### config.mk
export PLATFORM = sky130hd
export DESIGN_NAME = rvv_shift_unit
export DESIGN_NICKNAME = d
export VERILOG_FILES = /design/src/hw/rvv_shift_pkg.sv /design/src/hw/shift_uop_decode.sv /design/src/hw/shift_lane.sv /design/src/hw/shift_narrow_clip.sv /design/src/hw/shift_result_pack.sv /design/src/hw/rvv_shift_unit.sv
export VERILOG_INCLUDE_DIRS = /design/src /design/src/hw
export SDC_FILE = /design/constraint.sdc
export NUM_CORES = 2
export LEC_CHECK = 0
export ABC_AREA = 1
export BUFFER_PORTS_ARGS = -buffer_cell sky130_fd_sc_hd__buf_2
export CAP_MARGIN = 15
export CORE_ASPECT_RATIO = 1.75
export CORE_MARGIN = 2
export CORE_UTILIZATION = 30
export DETAILED_ROUTE_END_ITERATION = 8
export PLACE_DENSITY = 0.42
export SLEW_MARGIN = 20
export SYNTH_ARGS = -nofsm -noshare
export SYNTH_HDL_FRONTEND = slang
export SYNTH_SLANG_ARGS = --single-unit
### constraint.sdc
create_clock -name clk -period 6.7 [get_ports clk]
set_input_delay 0.335 -clock clk [delete_from_list [all_inputs] [get_ports clk]]
set_output_delay 0.335 -clock clk [all_outputs]
set_load 0.05 [all_outputs]
### src/hw/rvv_shift_consts.svh
`ifndef RVV_SHIFT_CONSTS_SVH
`define RVV_SHIFT_CONSTS_SVH

// vector register geometry
`define VLEN 64
`define VLENB 8

// scalar register width
`define XLEN 32

// element widths
`define BYTE_WIDTH 8
`define HWORD_WIDTH 16
`define WORD_WIDTH 32

// rob tag and micro-op index
`define ROB_DEPTH_WIDTH 4
`define UOP_INDEX_WIDTH 3

`endif

### src/hw/rvv_shift_pkg.sv
`default_nettype none

package rvv_shift_pkg;

  // operand form in the funct3 field
  typedef enum logic [2:0] {
    OPIVV = 3'b000,
    OPIVI = 3'b011,
    OPIVX = 3'b100
  } opi_funct3_e;

  typedef enum logic [5:0] {
    VSLL    = 6'b100101,
    VSRL    = 6'b101000,
    VSRA    = 6'b101001,
    VSSRL   = 6'b101010,
    VSSRA   = 6'b101011,
    VNSRL   = 6'b101100,
    VNSRA   = 6'b101101,
    VNCLIPU = 6'b101110,
    VNCLIP  = 6'b101111
  } shift_funct6_e;

  typedef enum logic [1:0] {
    SHIFT_SLL = 2'd0,
    SHIFT_SRL = 2'd1,
    SHIFT_SRA = 2'd2
  } shift_op_e;

  typedef enum logic [1:0] {
    KIND_PLAIN   = 2'd0,
    KIND_SCALING = 2'd1,
    KIND_NARROW  = 2'd2,
    KIND_CLIP    = 2'd3
  } shift_kind_e;

  typedef enum logic [1:0] {
    EEW8  = 2'd0,
    EEW16 = 2'd1,
    EEW32 = 2'd2
  } eew_e;

  // fixed-point rounding mode in vxrm csr encoding
  typedef enum logic [1:0] {
    RNU = 2'd0,
    RNE = 2'd1,
    RDN = 2'd2,
    ROD = 2'd3
  } vxrm_e;

endpackage

`default_nettype wire

### src/hw/shift_uop_decode.sv
`include "rvv_shift_consts.svh"

`default_nettype none

module shift_uop_decode (
  input  logic                         uop_valid,
  input  rvv_shift_pkg::opi_funct3_e   funct3,
  input  rvv_shift_pkg::shift_funct6_e funct6,
  input  rvv_shift_pkg::eew_e          vs2_eew,
  input  logic                         vs1_valid,
  input  logic                         vs2_valid,
  input  logic                         rs1_valid,
  input  logic [`VLEN-1:0]             vs1_data,
  input  logic [`XLEN-1:0]             rs1_data,
  output logic                         accept,
  output rvv_shift_pkg::shift_op_e     op,
  output rvv_shift_pkg::shift_kind_e   kind,
  output logic [`VLEN-1:0]             amount_data
);
  import rvv_shift_pkg::*;

  logic known_op;
  logic src_ok;
  logic eew_ok;

  // funct6 to shift direction and result kind
  always_comb begin
    known_op = 1'b1;
    op       = SHIFT_SLL;
    kind     = KIND_PLAIN;
    case (funct6)
      VSLL: begin
        op = SHIFT_SLL;
      end
      VSRL: begin
        op = SHIFT_SRL;
      end
      VSRA: begin
        op = SHIFT_SRA;
      end
      VSSRL, VSSRA: begin
        op   = (funct6 == VSSRA) ? SHIFT_SRA : SHIFT_SRL;
        kind = KIND_SCALING;
      end
      VNSRL, VNSRA: begin
        op   = (funct6 == VNSRA) ? SHIFT_SRA : SHIFT_SRL;
        kind = KIND_NARROW;
      end
      VNCLIPU, VNCLIP: begin
        op   = (funct6 == VNCLIP) ? SHIFT_SRA : SHIFT_SRL;
        kind = KIND_CLIP;
      end
      default: begin
        known_op = 1'b0;
      end
    endcase
  end

  // shift amount source must be present
  always_comb begin
    case (funct3)
      OPIVV:        src_ok = vs1_valid;
      OPIVX, OPIVI: src_ok = rs1_valid;
      default:      src_ok = 1'b0;
    endcase
  end

  // narrowing forms need a wide source element
  always_comb begin
    case (vs2_eew)
      EEW8:         eew_ok = (kind == KIND_PLAIN) || (kind == KIND_SCALING);
      EEW16, EEW32: eew_ok = 1'b1;
      default:      eew_ok = 1'b0;
    endcase
  end

  assign accept = uop_valid & known_op & vs2_valid & src_ok & eew_ok;

  // scalar amount is splatted per element slot
  always_comb begin
    if (funct3 == OPIVV) begin
      amount_data = vs1_data;
    end else begin
      case (vs2_eew)
        EEW8:    amount_data = {`VLENB{rs1_data[`BYTE_WIDTH-1:0]}};
        EEW16:   amount_data = {(`VLEN/`HWORD_WIDTH){rs1_data[`HWORD_WIDTH-1:0]}};
        default: amount_data = {(`VLEN/`WORD_WIDTH){rs1_data[`WORD_WIDTH-1:0]}};
      endcase
    end
  end

endmodule

`default_nettype wire

### src/hw/shift_lane.sv
`default_nettype none

module shift_lane #(
  parameter int lane_width = 8
) (
  input  rvv_shift_pkg::shift_op_e      op,
  input  rvv_shift_pkg::vxrm_e          vxrm,
  input  logic [lane_width-1:0]         operand,
  input  logic [$clog2(lane_width)-1:0] amount,
  output logic [lane_width-1:0]         shifted,
  output logic [lane_width-1:0]         rounded,
  output logic                          carry
);
  import rvv_shift_pkg::*;

  logic [2*lane_width-1:0] wide;
  logic [lane_width-1:0]   dropped;
  logic                    increment;
  logic                    ext_bit;

  // operand sits in the upper half, dropped bits fall into the lower half
  always_comb begin
    case (op)
      SHIFT_SLL: wide = {operand, {lane_width{1'b0}}} << amount;
      SHIFT_SRL: wide = {operand, {lane_width{1'b0}}} >> amount;
      SHIFT_SRA: wide = $signed({operand, {lane_width{1'b0}}}) >>> amount;
      default:   wide = '0;
    endcase
  end

  assign shifted = wide[2*lane_width-1 -: lane_width];
  assign dropped = wide[lane_width-1:0];

  // rounding increment per vxrm
  always_comb begin
    case (vxrm)
      RNU:     increment = dropped[lane_width-1];
      RNE:     increment = dropped[lane_width-1] &
                           ((|dropped[lane_width-2:0]) | shifted[0]);
      RDN:     increment = 1'b0;
      ROD:     increment = ~shifted[0] & (|dropped);
      default: increment = 1'b0;
    endcase
  end

  // carry is the sign of the rounded value for sra
  assign ext_bit = (op == SHIFT_SRA) & shifted[lane_width-1];

  assign {carry, rounded} = {ext_bit, shifted} + {{lane_width{1'b0}}, increment};

endmodule

`default_nettype wire

### src/hw/shift_narrow_clip.sv
`include "rvv_shift_consts.svh"

`default_nettype none

module shift_narrow_clip (
  input  rvv_shift_pkg::shift_op_e        op,
  input  rvv_shift_pkg::eew_e             vs2_eew,
  input  logic [`VLEN-1:0]                rounded16,
  input  logic [`VLEN/`HWORD_WIDTH-1:0]   carry16,
  input  logic [`VLEN-1:0]                rounded32,
  input  logic [`VLEN/`WORD_WIDTH-1:0]    carry32,
  output logic [`VLEN/2-1:0]              clipped,
  output logic                            saturated
);
  import rvv_shift_pkg::*;

  logic [1:0][`VLEN/2-1:0] clip_grp;
  logic [1:0]              sat_grp;

  genvar g, e;
  generate
    // group 0 narrows 16 to 8, group 1 narrows 32 to 16
    for (g = 0; g < 2; g++) begin : grp
      localparam int w = (g == 0) ? `HWORD_WIDTH : `WORD_WIDTH;
      localparam int h = w / 2;
      localparam int n = `VLEN / w;

      logic [`VLEN-1:0] rnd;
      logic [n-1:0]     cy;
      logic [n-1:0]     ovf;

      if (g == 0) begin : src
        assign rnd = rounded16;
        assign cy  = carry16;
      end else begin : src
        assign rnd = rounded32;
        assign cy  = carry32;
      end

      for (e = 0; e < n; e++) begin : elem
        logic         pos;
        logic         neg;
        logic [h-1:0] narrow;

        // range check on the upper half plus carry
        always_comb begin
          if (op == SHIFT_SRA) begin
            pos = ~cy[e] & ((|rnd[e*w+h +: h]) | rnd[e*w+h-1]);
            neg = cy[e] & ~((&rnd[e*w+h +: h]) & rnd[e*w+h-1]);
          end else begin
            pos = cy[e] | (|rnd[e*w+h +: h]);
            neg = 1'b0;
          end
        end

        always_comb begin
          if (pos && (op == SHIFT_SRA)) begin
            narrow = {1'b0, {(h-1){1'b1}}};
          end else if (pos) begin
            narrow = {h{1'b1}};
          end else if (neg) begin
            narrow = {1'b1, {(h-1){1'b0}}};
          end else begin
            narrow = rnd[e*w +: h];
          end
        end

        assign clip_grp[g][e*h +: h] = narrow;
        assign ovf[e] = pos | neg;
      end

      assign sat_grp[g] = |ovf;
    end
  endgenerate

  always_comb begin
    case (vs2_eew)
      EEW16: begin
        clipped   = clip_grp[0];
        saturated = sat_grp[0];
      end
      EEW32: begin
        clipped   = clip_grp[1];
        saturated = sat_grp[1];
      end
      default: begin
        clipped   = '0;
        saturated = 1'b0;
      end
    endcase
  end

endmodule

`default_nettype wire

### src/hw/shift_result_pack.sv
`include "rvv_shift_consts.svh"

`default_nettype none

module shift_result_pack (
  input  logic                          clk,
  input  logic                          rst,
  input  logic                          accept,
  input  rvv_shift_pkg::shift_kind_e    kind,
  input  rvv_shift_pkg::eew_e           vs2_eew,
  input  logic [`UOP_INDEX_WIDTH-1:0]   uop_index,
  input  logic [`ROB_DEPTH_WIDTH-1:0]   rob_entry,
  input  logic [`VLEN-1:0]              shifted8,
  input  logic [`VLEN-1:0]              shifted16,
  input  logic [`VLEN-1:0]              shifted32,
  input  logic [`VLEN-1:0]              rounded8,
  input  logic [`VLEN-1:0]              rounded16,
  input  logic [`VLEN-1:0]              rounded32,
  input  logic [`VLEN/2-1:0]            clipped,
  input  logic                          saturated,
  output logic                          result_valid,
  output logic [`VLEN-1:0]              w_data,
  output logic                          vxsat,
  output logic [`ROB_DEPTH_WIDTH-1:0]   result_rob_entry
);
  import rvv_shift_pkg::*;

  logic [`VLEN-1:0]   grp_shifted;
  logic [`VLEN-1:0]   grp_rounded;
  logic [`VLEN/2-1:0] narrowed;
  logic [`VLEN/2-1:0] narrow_src;
  logic [`VLEN-1:0]   next_data;
  logic               next_vxsat;

  // width group for full-width results
  always_comb begin
    case (vs2_eew)
      EEW8: begin
        grp_shifted = shifted8;
        grp_rounded = rounded8;
      end
      EEW16: begin
        grp_shifted = shifted16;
        grp_rounded = rounded16;
      end
      default: begin
        grp_shifted = shifted32;
        grp_rounded = rounded32;
      end
    endcase
  end

  // low half of every wide element
  always_comb begin
    narrowed = '0;
    if (vs2_eew == EEW16) begin
      for (int i = 0; i < `VLEN/`HWORD_WIDTH; i++) begin
        narrowed[i*`BYTE_WIDTH +: `BYTE_WIDTH] = shifted16[i*`HWORD_WIDTH +: `BYTE_WIDTH];
      end
    end else if (vs2_eew == EEW32) begin
      for (int i = 0; i < `VLEN/`WORD_WIDTH; i++) begin
        narrowed[i*`HWORD_WIDTH +: `HWORD_WIDTH] = shifted32[i*`WORD_WIDTH +: `HWORD_WIDTH];
      end
    end
  end

  assign narrow_src = (kind == KIND_CLIP) ? clipped : narrowed;

  // uop_index bit 0 picks the destination half
  always_comb begin
    case (kind)
      KIND_PLAIN:   next_data = grp_shifted;
      KIND_SCALING: next_data = grp_rounded;
      default: begin
        if (uop_index[0]) begin
          next_data = {narrow_src, {(`VLEN/2){1'b0}}};
        end else begin
          next_data = {{(`VLEN/2){1'b0}}, narrow_src};
        end
      end
    endcase
  end

  assign next_vxsat = (kind == KIND_CLIP) & saturated;

  always_ff @(posedge clk) begin
    if (rst) begin
      result_valid <= 1'b0;
      vxsat        <= 1'b0;
    end else begin
      result_valid <= accept;
      vxsat        <= accept & next_vxsat;
    end
  end

  always_ff @(posedge clk) begin
    if (accept) begin
      w_data           <= next_data;
      result_rob_entry <= rob_entry;
    end
  end

endmodule

`default_nettype wire

### src/hw/rvv_shift_unit.sv
`include "rvv_shift_consts.svh"

`default_nettype none

module rvv_shift_unit (
  input  logic                          clk,
  input  logic                          rst,
  input  logic                          uop_valid,
  input  rvv_shift_pkg::opi_funct3_e    funct3,
  input  rvv_shift_pkg::shift_funct6_e  funct6,
  input  rvv_shift_pkg::vxrm_e          vxrm,
  input  rvv_shift_pkg::eew_e           vs2_eew,
  input  logic [`VLEN-1:0]              vs1_data,
  input  logic                          vs1_valid,
  input  logic [`VLEN-1:0]              vs2_data,
  input  logic                          vs2_valid,
  input  logic [`XLEN-1:0]              rs1_data,
  input  logic                          rs1_valid,
  input  logic [`UOP_INDEX_WIDTH-1:0]   uop_index,
  input  logic [`ROB_DEPTH_WIDTH-1:0]   rob_entry,
  output logic                          result_valid,
  output logic [`VLEN-1:0]              w_data,
  output logic                          vxsat,
  output logic [`ROB_DEPTH_WIDTH-1:0]   result_rob_entry
);
  import rvv_shift_pkg::*;

  logic                          accept;
  shift_op_e                     op;
  shift_kind_e                   kind;
  logic [`VLEN-1:0]              amount_data;
  logic [`VLEN-1:0]              shifted8;
  logic [`VLEN-1:0]              shifted16;
  logic [`VLEN-1:0]              shifted32;
  logic [`VLEN-1:0]              rounded8;
  logic [`VLEN-1:0]              rounded16;
  logic [`VLEN-1:0]              rounded32;
  logic [`VLEN/`HWORD_WIDTH-1:0] carry16;
  logic [`VLEN/`WORD_WIDTH-1:0]  carry32;
  logic [`VLEN/2-1:0]            clipped;
  logic                          saturated;

  shift_uop_decode u_decode (
    .uop_valid   (uop_valid),
    .funct3      (funct3),
    .funct6      (funct6),
    .vs2_eew     (vs2_eew),
    .vs1_valid   (vs1_valid),
    .vs2_valid   (vs2_valid),
    .rs1_valid   (rs1_valid),
    .vs1_data    (vs1_data),
    .rs1_data    (rs1_data),
    .accept      (accept),
    .op          (op),
    .kind        (kind),
    .amount_data (amount_data)
  );

  // all three width groups run in parallel, pack picks one
  genvar j;
  generate
    for (j = 0; j < `VLENB; j++) begin : lane8
      shift_lane #(.lane_width(`BYTE_WIDTH)) u_lane (
        .op      (op),
        .vxrm    (vxrm),
        .operand (vs2_data[j*`BYTE_WIDTH +: `BYTE_WIDTH]),
        .amount  (amount_data[j*`BYTE_WIDTH +: $clog2(`BYTE_WIDTH)]),
        .shifted (shifted8[j*`BYTE_WIDTH +: `BYTE_WIDTH]),
        .rounded (rounded8[j*`BYTE_WIDTH +: `BYTE_WIDTH]),
        .carry   ()
      );
    end

    for (j = 0; j < `VLEN/`HWORD_WIDTH; j++) begin : lane16
      shift_lane #(.lane_width(`HWORD_WIDTH)) u_lane (
        .op      (op),
        .vxrm    (vxrm),
        .operand (vs2_data[j*`HWORD_WIDTH +: `HWORD_WIDTH]),
        .amount  (amount_data[j*`HWORD_WIDTH +: $clog2(`HWORD_WIDTH)]),
        .shifted (shifted16[j*`HWORD_WIDTH +: `HWORD_WIDTH]),
        .rounded (rounded16[j*`HWORD_WIDTH +: `HWORD_WIDTH]),
        .carry   (carry16[j])
      );
    end

    for (j = 0; j < `VLEN/`WORD_WIDTH; j++) begin : lane32
      shift_lane #(.lane_width(`WORD_WIDTH)) u_lane (
        .op      (op),
        .vxrm    (vxrm),
        .operand (vs2_data[j*`WORD_WIDTH +: `WORD_WIDTH]),
        .amount  (amount_data[j*`WORD_WIDTH +: $clog2(`WORD_WIDTH)]),
        .shifted (shifted32[j*`WORD_WIDTH +: `WORD_WIDTH]),
        .rounded (rounded32[j*`WORD_WIDTH +: `WORD_WIDTH]),
        .carry   (carry32[j])
      );
    end
  endgenerate

  shift_narrow_clip u_clip (
    .op        (op),
    .vs2_eew   (vs2_eew),
    .rounded16 (rounded16),
    .carry16   (carry16),
    .rounded32 (rounded32),
    .carry32   (carry32),
    .clipped   (clipped),
    .saturated (saturated)
  );

  shift_result_pack u_pack (
    .clk              (clk),
    .rst              (rst),
    .accept           (accept),
    .kind             (kind),
    .vs2_eew          (vs2_eew),
    .uop_index        (uop_index),
    .rob_entry        (rob_entry),
    .shifted8         (shifted8),
    .shifted16        (shifted16),
    .shifted32        (shifted32),
    .rounded8         (rounded8),
    .rounded16        (rounded16),
    .rounded32        (rounded32),
    .clipped          (clipped),
    .saturated        (saturated),
    .result_valid     (result_valid),
    .w_data           (w_data),
    .vxsat            (vxsat),
    .result_rob_entry (result_rob_entry)
  );

endmodule

`default_nettype wire

==> Yosys cells after proc, flatten, opt, wreduce, memory -nomap -nowiden <==
Cells that the tools add are included.
Widths: inputs -> output; s select.
{ "totals": {"out_inout_bits": 70, "wordCells": 333, "register_bits": 70, "inputBits": 186} }
{ "op_classes": {"bitwise_logic": 116, "n_addsub": 14, "muxes": 77, "n_reduce_logical": 60, "n_eq_ne": 20, "shifts": 42} }
{ "ops": {"columns": ["op", "count"], "rows": [
  ["$pmux 16 s3", 8],
  ["$pmux 32 s3", 4],
  ["$pmux 64 s2", 3],
  ["$pmux 64 s3", 2],
  ["$shl 16x3->16", 8],
  ["$shl 32x4->32", 4],
  ["$shl 64x5->64", 2],
  ["$shr 16x3->16", 8],
  ["$shr 32x4->32", 4],
  ["$shr 64x5->64", 2],
  ["$sshr 16x3->16", 8],
  ["$sshr 32x4->32", 4],
  ["$sshr 64x5->64", 2],
  ["$pmux 59 s2", 1],
  ["$mux 16", 6],
  ["$mux 32", 3],
  ["$mux 8", 12],
  ["$reduce_or 16->1", 6],
  ["$reduce_or 8->1", 12],
  ["$add 17x1->17", 4],
  ["$add 33x1->33", 2],
  ["$add 8x1->8", 8],
  ["$mux 64", 1],
  ["$pmux 32 s2", 1],
  ["other kinds (28)", 214]
]} }

==> Logic depth before layout (Yosys ltp) <==
{ "depth": {"depth_word": 22, "ltp_mapped": 45, "ltp_nobuf": 44} }

==> Cells and area by module <==
From an unflattened synthesis, not the netlist that was laid out.
{ "unflattened": {"cells_unflattened": 7562, "hier_area_um2": 37741.2} }
{ "by_module_without_submodules": {"columns": ["mod", "area_per_inst_um2", "instances", "cells_per_inst", "seq_area_each_um2"], "rows": [
  ["shift_lane (lane32[0].u_lane ...)", 5114.9, 2, 1120, 0.0],
  ["shift_lane (lane16[0].u_lane ...)", 2393.5, 4, 490, 0.0],
  ["shift_lane (lane8[0].u_lane ...)", 1002.2, 8, 197, 0.0],
  ["shift_result_pack", 6816.5, 1, 1119, 2082.0],
  ["shift_narrow_clip", 1904.3, 1, 401, 0.0],
  ["shift_uop_decode", 1198.6, 1, 266, 0.0]
]} }

==> Worst setup path before layout <==
Ideal clock, no wire load.
{ "synth_timing": {"path_type": "input port to flip-flop", "startpoint": "in funct6[5]", "endpoint": "reg u_pack.w_data[14], data pin", "n_path_buf": 8, "arrival_ns": 5.316, "setup_slack_ns": 1.129, "path_stages": 38, "path_cell_list": "inv_1 nor2_2 inv_1 nor2_4 inv_2 buf_2 buf_1 clkbuf_1 buf_1 buf_1 clkbuf_1 buf_1 nor2_1 a22oi_1 o211ai_1 o211ai_1 o221ai_1 ha_1 [... 2 more ...] nor2_2 nand3_1 nor2_1 nand2_1 nand2_1 a21oi_1 nand2_1 nor2_1 nand3_1 nand2_2 buf_4 nand3_1 nand2_1 nand3_1 nand2_1 nand2_1 nand2_1 nand2_1"} }
{ "synth_via": {"elab_chain_len": 22, "word_cells_on_any_way": 98} }
{ "synth_lines": {"columns": ["item", "line", "text"], "rows": [
  ["start, declared", "rvv_shift_unit.sv:10", "input rvv_shift_pkg::shift_funct6_e funct6,"],
  ["$eq 6x6->1, on equally long branches", null, null],
  ["$mux 2 (tied with other cells)", "shift_uop_decode.sv:50", "op = (funct6 == VNCLIP) ? SHIFT_SRA : SHIFT_SRL;"],
  ["$pmux 2 s5", "shift_uop_decode.sv:31", "case (funct6)"],
  ["$eq 2x2->1 (tied with other cells)", null, null],
  ["$pmux 64 s3 or $pmux 32 s3 (tied branches)", "shift_lane.sv:23", "case (op)"],
  ["$reduce_or 31->1 or $reduce_or 15->1 (tied branches)", "shift_lane.sv:39", "((|dropped[lane_width-2:0]) | shifted[0]);"],
  ["$or 1x1->1", "shift_lane.sv:39", null],
  ["$and 1x1->1", "shift_lane.sv:38", "RNE: increment = dropped[lane_width-1] &"],
  ["[... 7 more ...]", null, null],
  ["$mux 16 or $mux 8 (tied branches)", "shift_narrow_clip.sv:61", "end else if (neg) begin"],
  ["$mux 16 or $mux 8 (tied branches)", "shift_narrow_clip.sv:59", "end else if (pos) begin"],
  ["$mux 16 or $mux 8 (tied branches)", "shift_narrow_clip.sv:57", "if (pos && (op == SHIFT_SRA)) begin"],
  ["$pmux 32 s2", "shift_narrow_clip.sv:77", "case (vs2_eew)"],
  ["$mux 32", "shift_result_pack.sv:67", "assign narrow_src = (kind == KIND_CLIP) ? clipped : narrowed;"],
  ["$mux 64", "shift_result_pack.sv:75", "if (uop_index[0]) begin"],
  ["$pmux 64 s2 *", "shift_result_pack.sv:71", "case (kind)"],
  ["named net u_pack.next_data[14]", "shift_result_pack.sv:32", "logic [`VLEN-1:0] next_data;"],
  ["end signal, assigned", "shift_result_pack.sv:98", "w_data <= next_data;"],
  ["end, declared", "shift_result_pack.sv:22", "output logic [`VLEN-1:0] w_data,"]
]} }
Mark *: on every way through the listed nets, which the timed path passes. The rest lies on a longest branch.
A chain may end at the register's enable or synchronous reset.

==> Worst setup path after layout <==
{ "layout_timing": {"startpoint": "in funct3[2]", "endpoint": "reg u_pack.w_data[18], data pin"} }
{ "layout_via": {"elab_chain_len": 21, "word_cells_on_any_way": 102} }
{ "layout_lines": {"columns": ["item", "line", "text"], "rows": [
  ["start, declared", "rvv_shift_unit.sv:9", "input rvv_shift_pkg::opi_funct3_e funct3,"],
  ["$logic_not 3->1 *", "shift_uop_decode.sv:81", "if (funct3 == OPIVV) begin"],
  ["$mux 59 *", "shift_uop_decode.sv:81", null],
  ["$sshr 64x5->64 (tied with other cells)", "shift_lane.sv:26", "SHIFT_SRA: wide = $signed({operand, {lane_width{1'b0}}}) >>> amount;"],
  ["$pmux 64 s3 or $pmux 32 s3 (tied branches)", "shift_lane.sv:23", null],
  ["$reduce_or 31->1 or $reduce_or 15->1 (tied branches)", "shift_lane.sv:39", null],
  ["$or 1x1->1", "shift_lane.sv:39", null],
  ["$and 1x1->1", "shift_lane.sv:38", null],
  ["$pmux 1 s4", "shift_lane.sv:36", "case (vxrm)"],
  ["[... 6 more ...]", null, null],
  ["$mux 16 or $mux 8 (tied branches)", "shift_narrow_clip.sv:61", null],
  ["$mux 16 or $mux 8 (tied branches)", "shift_narrow_clip.sv:59", null],
  ["$mux 16 or $mux 8 (tied branches)", "shift_narrow_clip.sv:57", null],
  ["$pmux 32 s2", "shift_narrow_clip.sv:77", null],
  ["$mux 32", "shift_result_pack.sv:67", null],
  ["$mux 64", "shift_result_pack.sv:75", null],
  ["$pmux 64 s2 *", "shift_result_pack.sv:71", null],
  ["named net u_pack.next_data[18]", "shift_result_pack.sv:32", null]
]} }
Marks and branches as above.

==> flow_summary.yaml <==
outcome:
  outcome: "finished clean"
cts:
  clk_pin_slew_ps: 70
  root_buffer: "clkbuf_16"
  cts.sinks: 70
  hold_buffers: 0
  cts_made_buffers: 9
  cts_tree: "yes"
  cts_htree_levels: 3
  cts_buffer_depth: 2
  post-cts-setup-buffer-count: 0
synthesis:
  ys_seq_area_share_pct: 7.08
  yosysTopAreaCell: "nand2_1"
  syn_nets: 6177
  synth-main-ff-cell: "edfxtp_1"
  avgSynthCellArea_um2: 4.94
  synth_cells: 5957
  synth-edff-count: 68
  ys_warn_count: 0
  yosys-top-cells-area: "nand2_1, nand3_1, o21ai_0, edfxtp_1, inv_1"
  netlist-cell-type-count: 74
  async_reset_ff_share_pct: 0
  synth_top_area_share_pct: 26.1
  syn_area_um2: 29400
  ys_seq_elements: 70
timing:
  slew_headroom_pct: 26.4
  min_period_ps: 6320
  final_hold_viol_count: 0
  fmax_ghz: 0.158
  rsz0062_at_grt: "false"
  slew_violations: 0
  setup_ws_ps: 385
  tightest_slew_ps: 1100
  setup_tns_ps: 0
  finalCritPeriodShare_pct: 94.3
  setup_viol: 0
global_route:
  grt_usage_pct: 34.7
  grt_pass1_wl_um: 260000
  grt_overflow: 0
  antenna_found_initial: 2
  grt_pass1_vias: 39141
  grt_max_degree: 89
power_and_ir_drop:
  p_leak_nw: 15.5
  p_per_area_nw_per_um2: 142
  peakVddDrop_mv: 0.133
  total_power_mw: 4.64
drt:
  via_per_inst: 5.77
  ant_nets: 0
  route.met2.wl_um: 82600
  drt_iter0_drc: 4670
  first_pass_iters: 7
  vias: 42494
  wirelength_um: 181000
  routed.top_layer: "met5"
  met3_length_um: 13300
  drc: 0
  wl_per_cell_um: 24.6
  wl_met1_um: 73000
place:
  place_area_um2: 32300
  gp_congestion: 1.02
  dp_slack_ps: 237
  port_buffers: 202
  hpwl_um: 148000
layout:
  synthToLayoutAreaGrowth_pct: 10.8
  num-nets-final: 6270
  drive_above_1_share_pct: 9.84
  diodes: 0
  final_cell_area_um2: 32600
critical_path:
  arrival_ps: 6390
  cp_slowest_cell: "a21boi_0"
  cpMostUsedCell: "nand2_1"
  worstSetupPathType: "in -> reg"
  crit_path_end_kind: "flip-flop"
  cp-endpoint: "u_pack.w_data[18]"
  crit_fanout: 15
  crit_path_max_incr_delay_ps: 460
  cp.required_ps: 6780
  startpoint: "funct3[2]"
  start_kind: "input pin"
floorplan:
  placementRows: 152
  die_area_um2: 101000
  start_util_pct: 30.1
  io_pins: 256
  die_w_um: 241
  core_um2: 97600
  die_height_um: 418
worst_hold_path:
  min_path_cells: 1
  hp-class: "in -> reg"
flow_run:
  drv_cap: 0
==> where the power goes <==
part	internal, mW	switching (mW)	total [mW]
Sequential	0.497	0.000759	0.498
Combinational	0.952	2.68	3.63
Clock	0.297	0.210	0.507
==> through the flow <==
stage	hold slack [ps]	instances	util [%]
final	161	7364	33.4
after global routing	149	7364	33.4
after CTS	147	7364	33.4
after detailed placement	513	7348	33.1
after global placement	513	7348	33.1
after floorplan	419	5957	-
==> cells in the mapped netlist, drive strengths merged (7+ instances only) <==
master      n
a21oi     180
a221oi     10
a22oi      16
a31oi      45
a32o        7
buf       184
clkbuf    124
clkinv     12
edfxtp     68
ha         34
inv       561
mux2i       9
nand2    2086
nand3    1127
nand3b     11
nand4      74
nor2      525
nor3       47
o2111ai     8
o211ai     94
o21a       19
o21ai     525
o21bai      9
o221ai     26
o22ai      29
o31ai      11
or2        23
xor2       32
==> logic make-up after synthesis <==
group	count (synthesis)	synth area share (%)
and+or+nand+nor	3905	57.2
xor gates and xnor gates	37	1.13
buffers and inverters	881	12.4
adders and majority gates	34	1.45
muxes	9	0.306
DFF	70	7.08
AOI/OAI and AO/OA	1021	20.5
==> layer usage <==
| layer | vias to the layer above | GRT usage [%] |
|---|---|---|
| li1 | 20174 | - |
| met1 | 19861 | 43.6 |
| met2 | 2035 | 56.8 |
| met3 | 422 | 4.33 |
| met4 | 2 | 19.3 |
| met5 | - | 0 |
==> layout by cell type, fill, tap and decap left out, types with 16 or more instances in the layout <==
master	count
a21oi_1	179
a31oi_1	45
or2_2	19
o221ai_1	25
edfxtp_1	68
nand2_1	2046
nor2_2	30
nor2_1	480
nor3_1	39
o21ai_0	442
o211ai_1	94
a22oi_1	16
o21ai_1	69
xor2_1	31
ha_1	32
buf_2	202
o21a_1	19
buf_4	173
o22ai_1	29
nand3_1	1118
nand2_2	34
nand4_1	74
inv_2	45
inv_1	515
==> worst min-delay path by stage <==
stage | start | slack (ps) | to
after floorplan | rst | 420 | u_pack.result_valid
after global placement | rob_entry[3] | 510 | u_pack.result_rob_entry[3]
after detailed placement | rob_entry[2] | 510 | u_pack.result_rob_entry[2]
after CTS | rob_entry[3] | 150 | u_pack.result_rob_entry[3]
after global routing | rob_entry[3] | 150 | u_pack.result_rob_entry[3]
final | rob_entry[3] | 160 | u_pack.result_rob_entry[3]
==> repair_timing <==
item / 4_1_cts / 5_1_grt
endpoints found under the hold margin: 0 / 0
resized for setup: 0 / 2
setup endpoints to repair: 0 / 20
==> layout make-up <==
| cell class | instances | area (um^2) |
|---|---|---|
| clock buffer | 9 | 225 |
| clock inverter | 7 | 87.6 |
| fill | 11634 | 65000 |
| inverter | 573 | 2150 |
| multi-input combinational | 5006 | 23800 |
| sequential | 70 | 2080 |
| tap | 1309 | 1640 |
| timing repair buffer | 390 | 2610 |
==> flip-flops by register name (all words and copies together) (netlist names) <==
register / flops
u_pack.vxsat: 1
u_pack.result_rob_entry: 4
u_pack.result_valid: 1
u_pack.w_data: 64
==> critical path: cells and delay by family <==
kind / cells / cell delay [ps]
buf+inv: 4 / 580
compound gates: 6 / 1450
simple gates: 25 / 3680
fa+ha+maj: 1 / 300
Note: power is estimated with default switching activity, not from simulation.
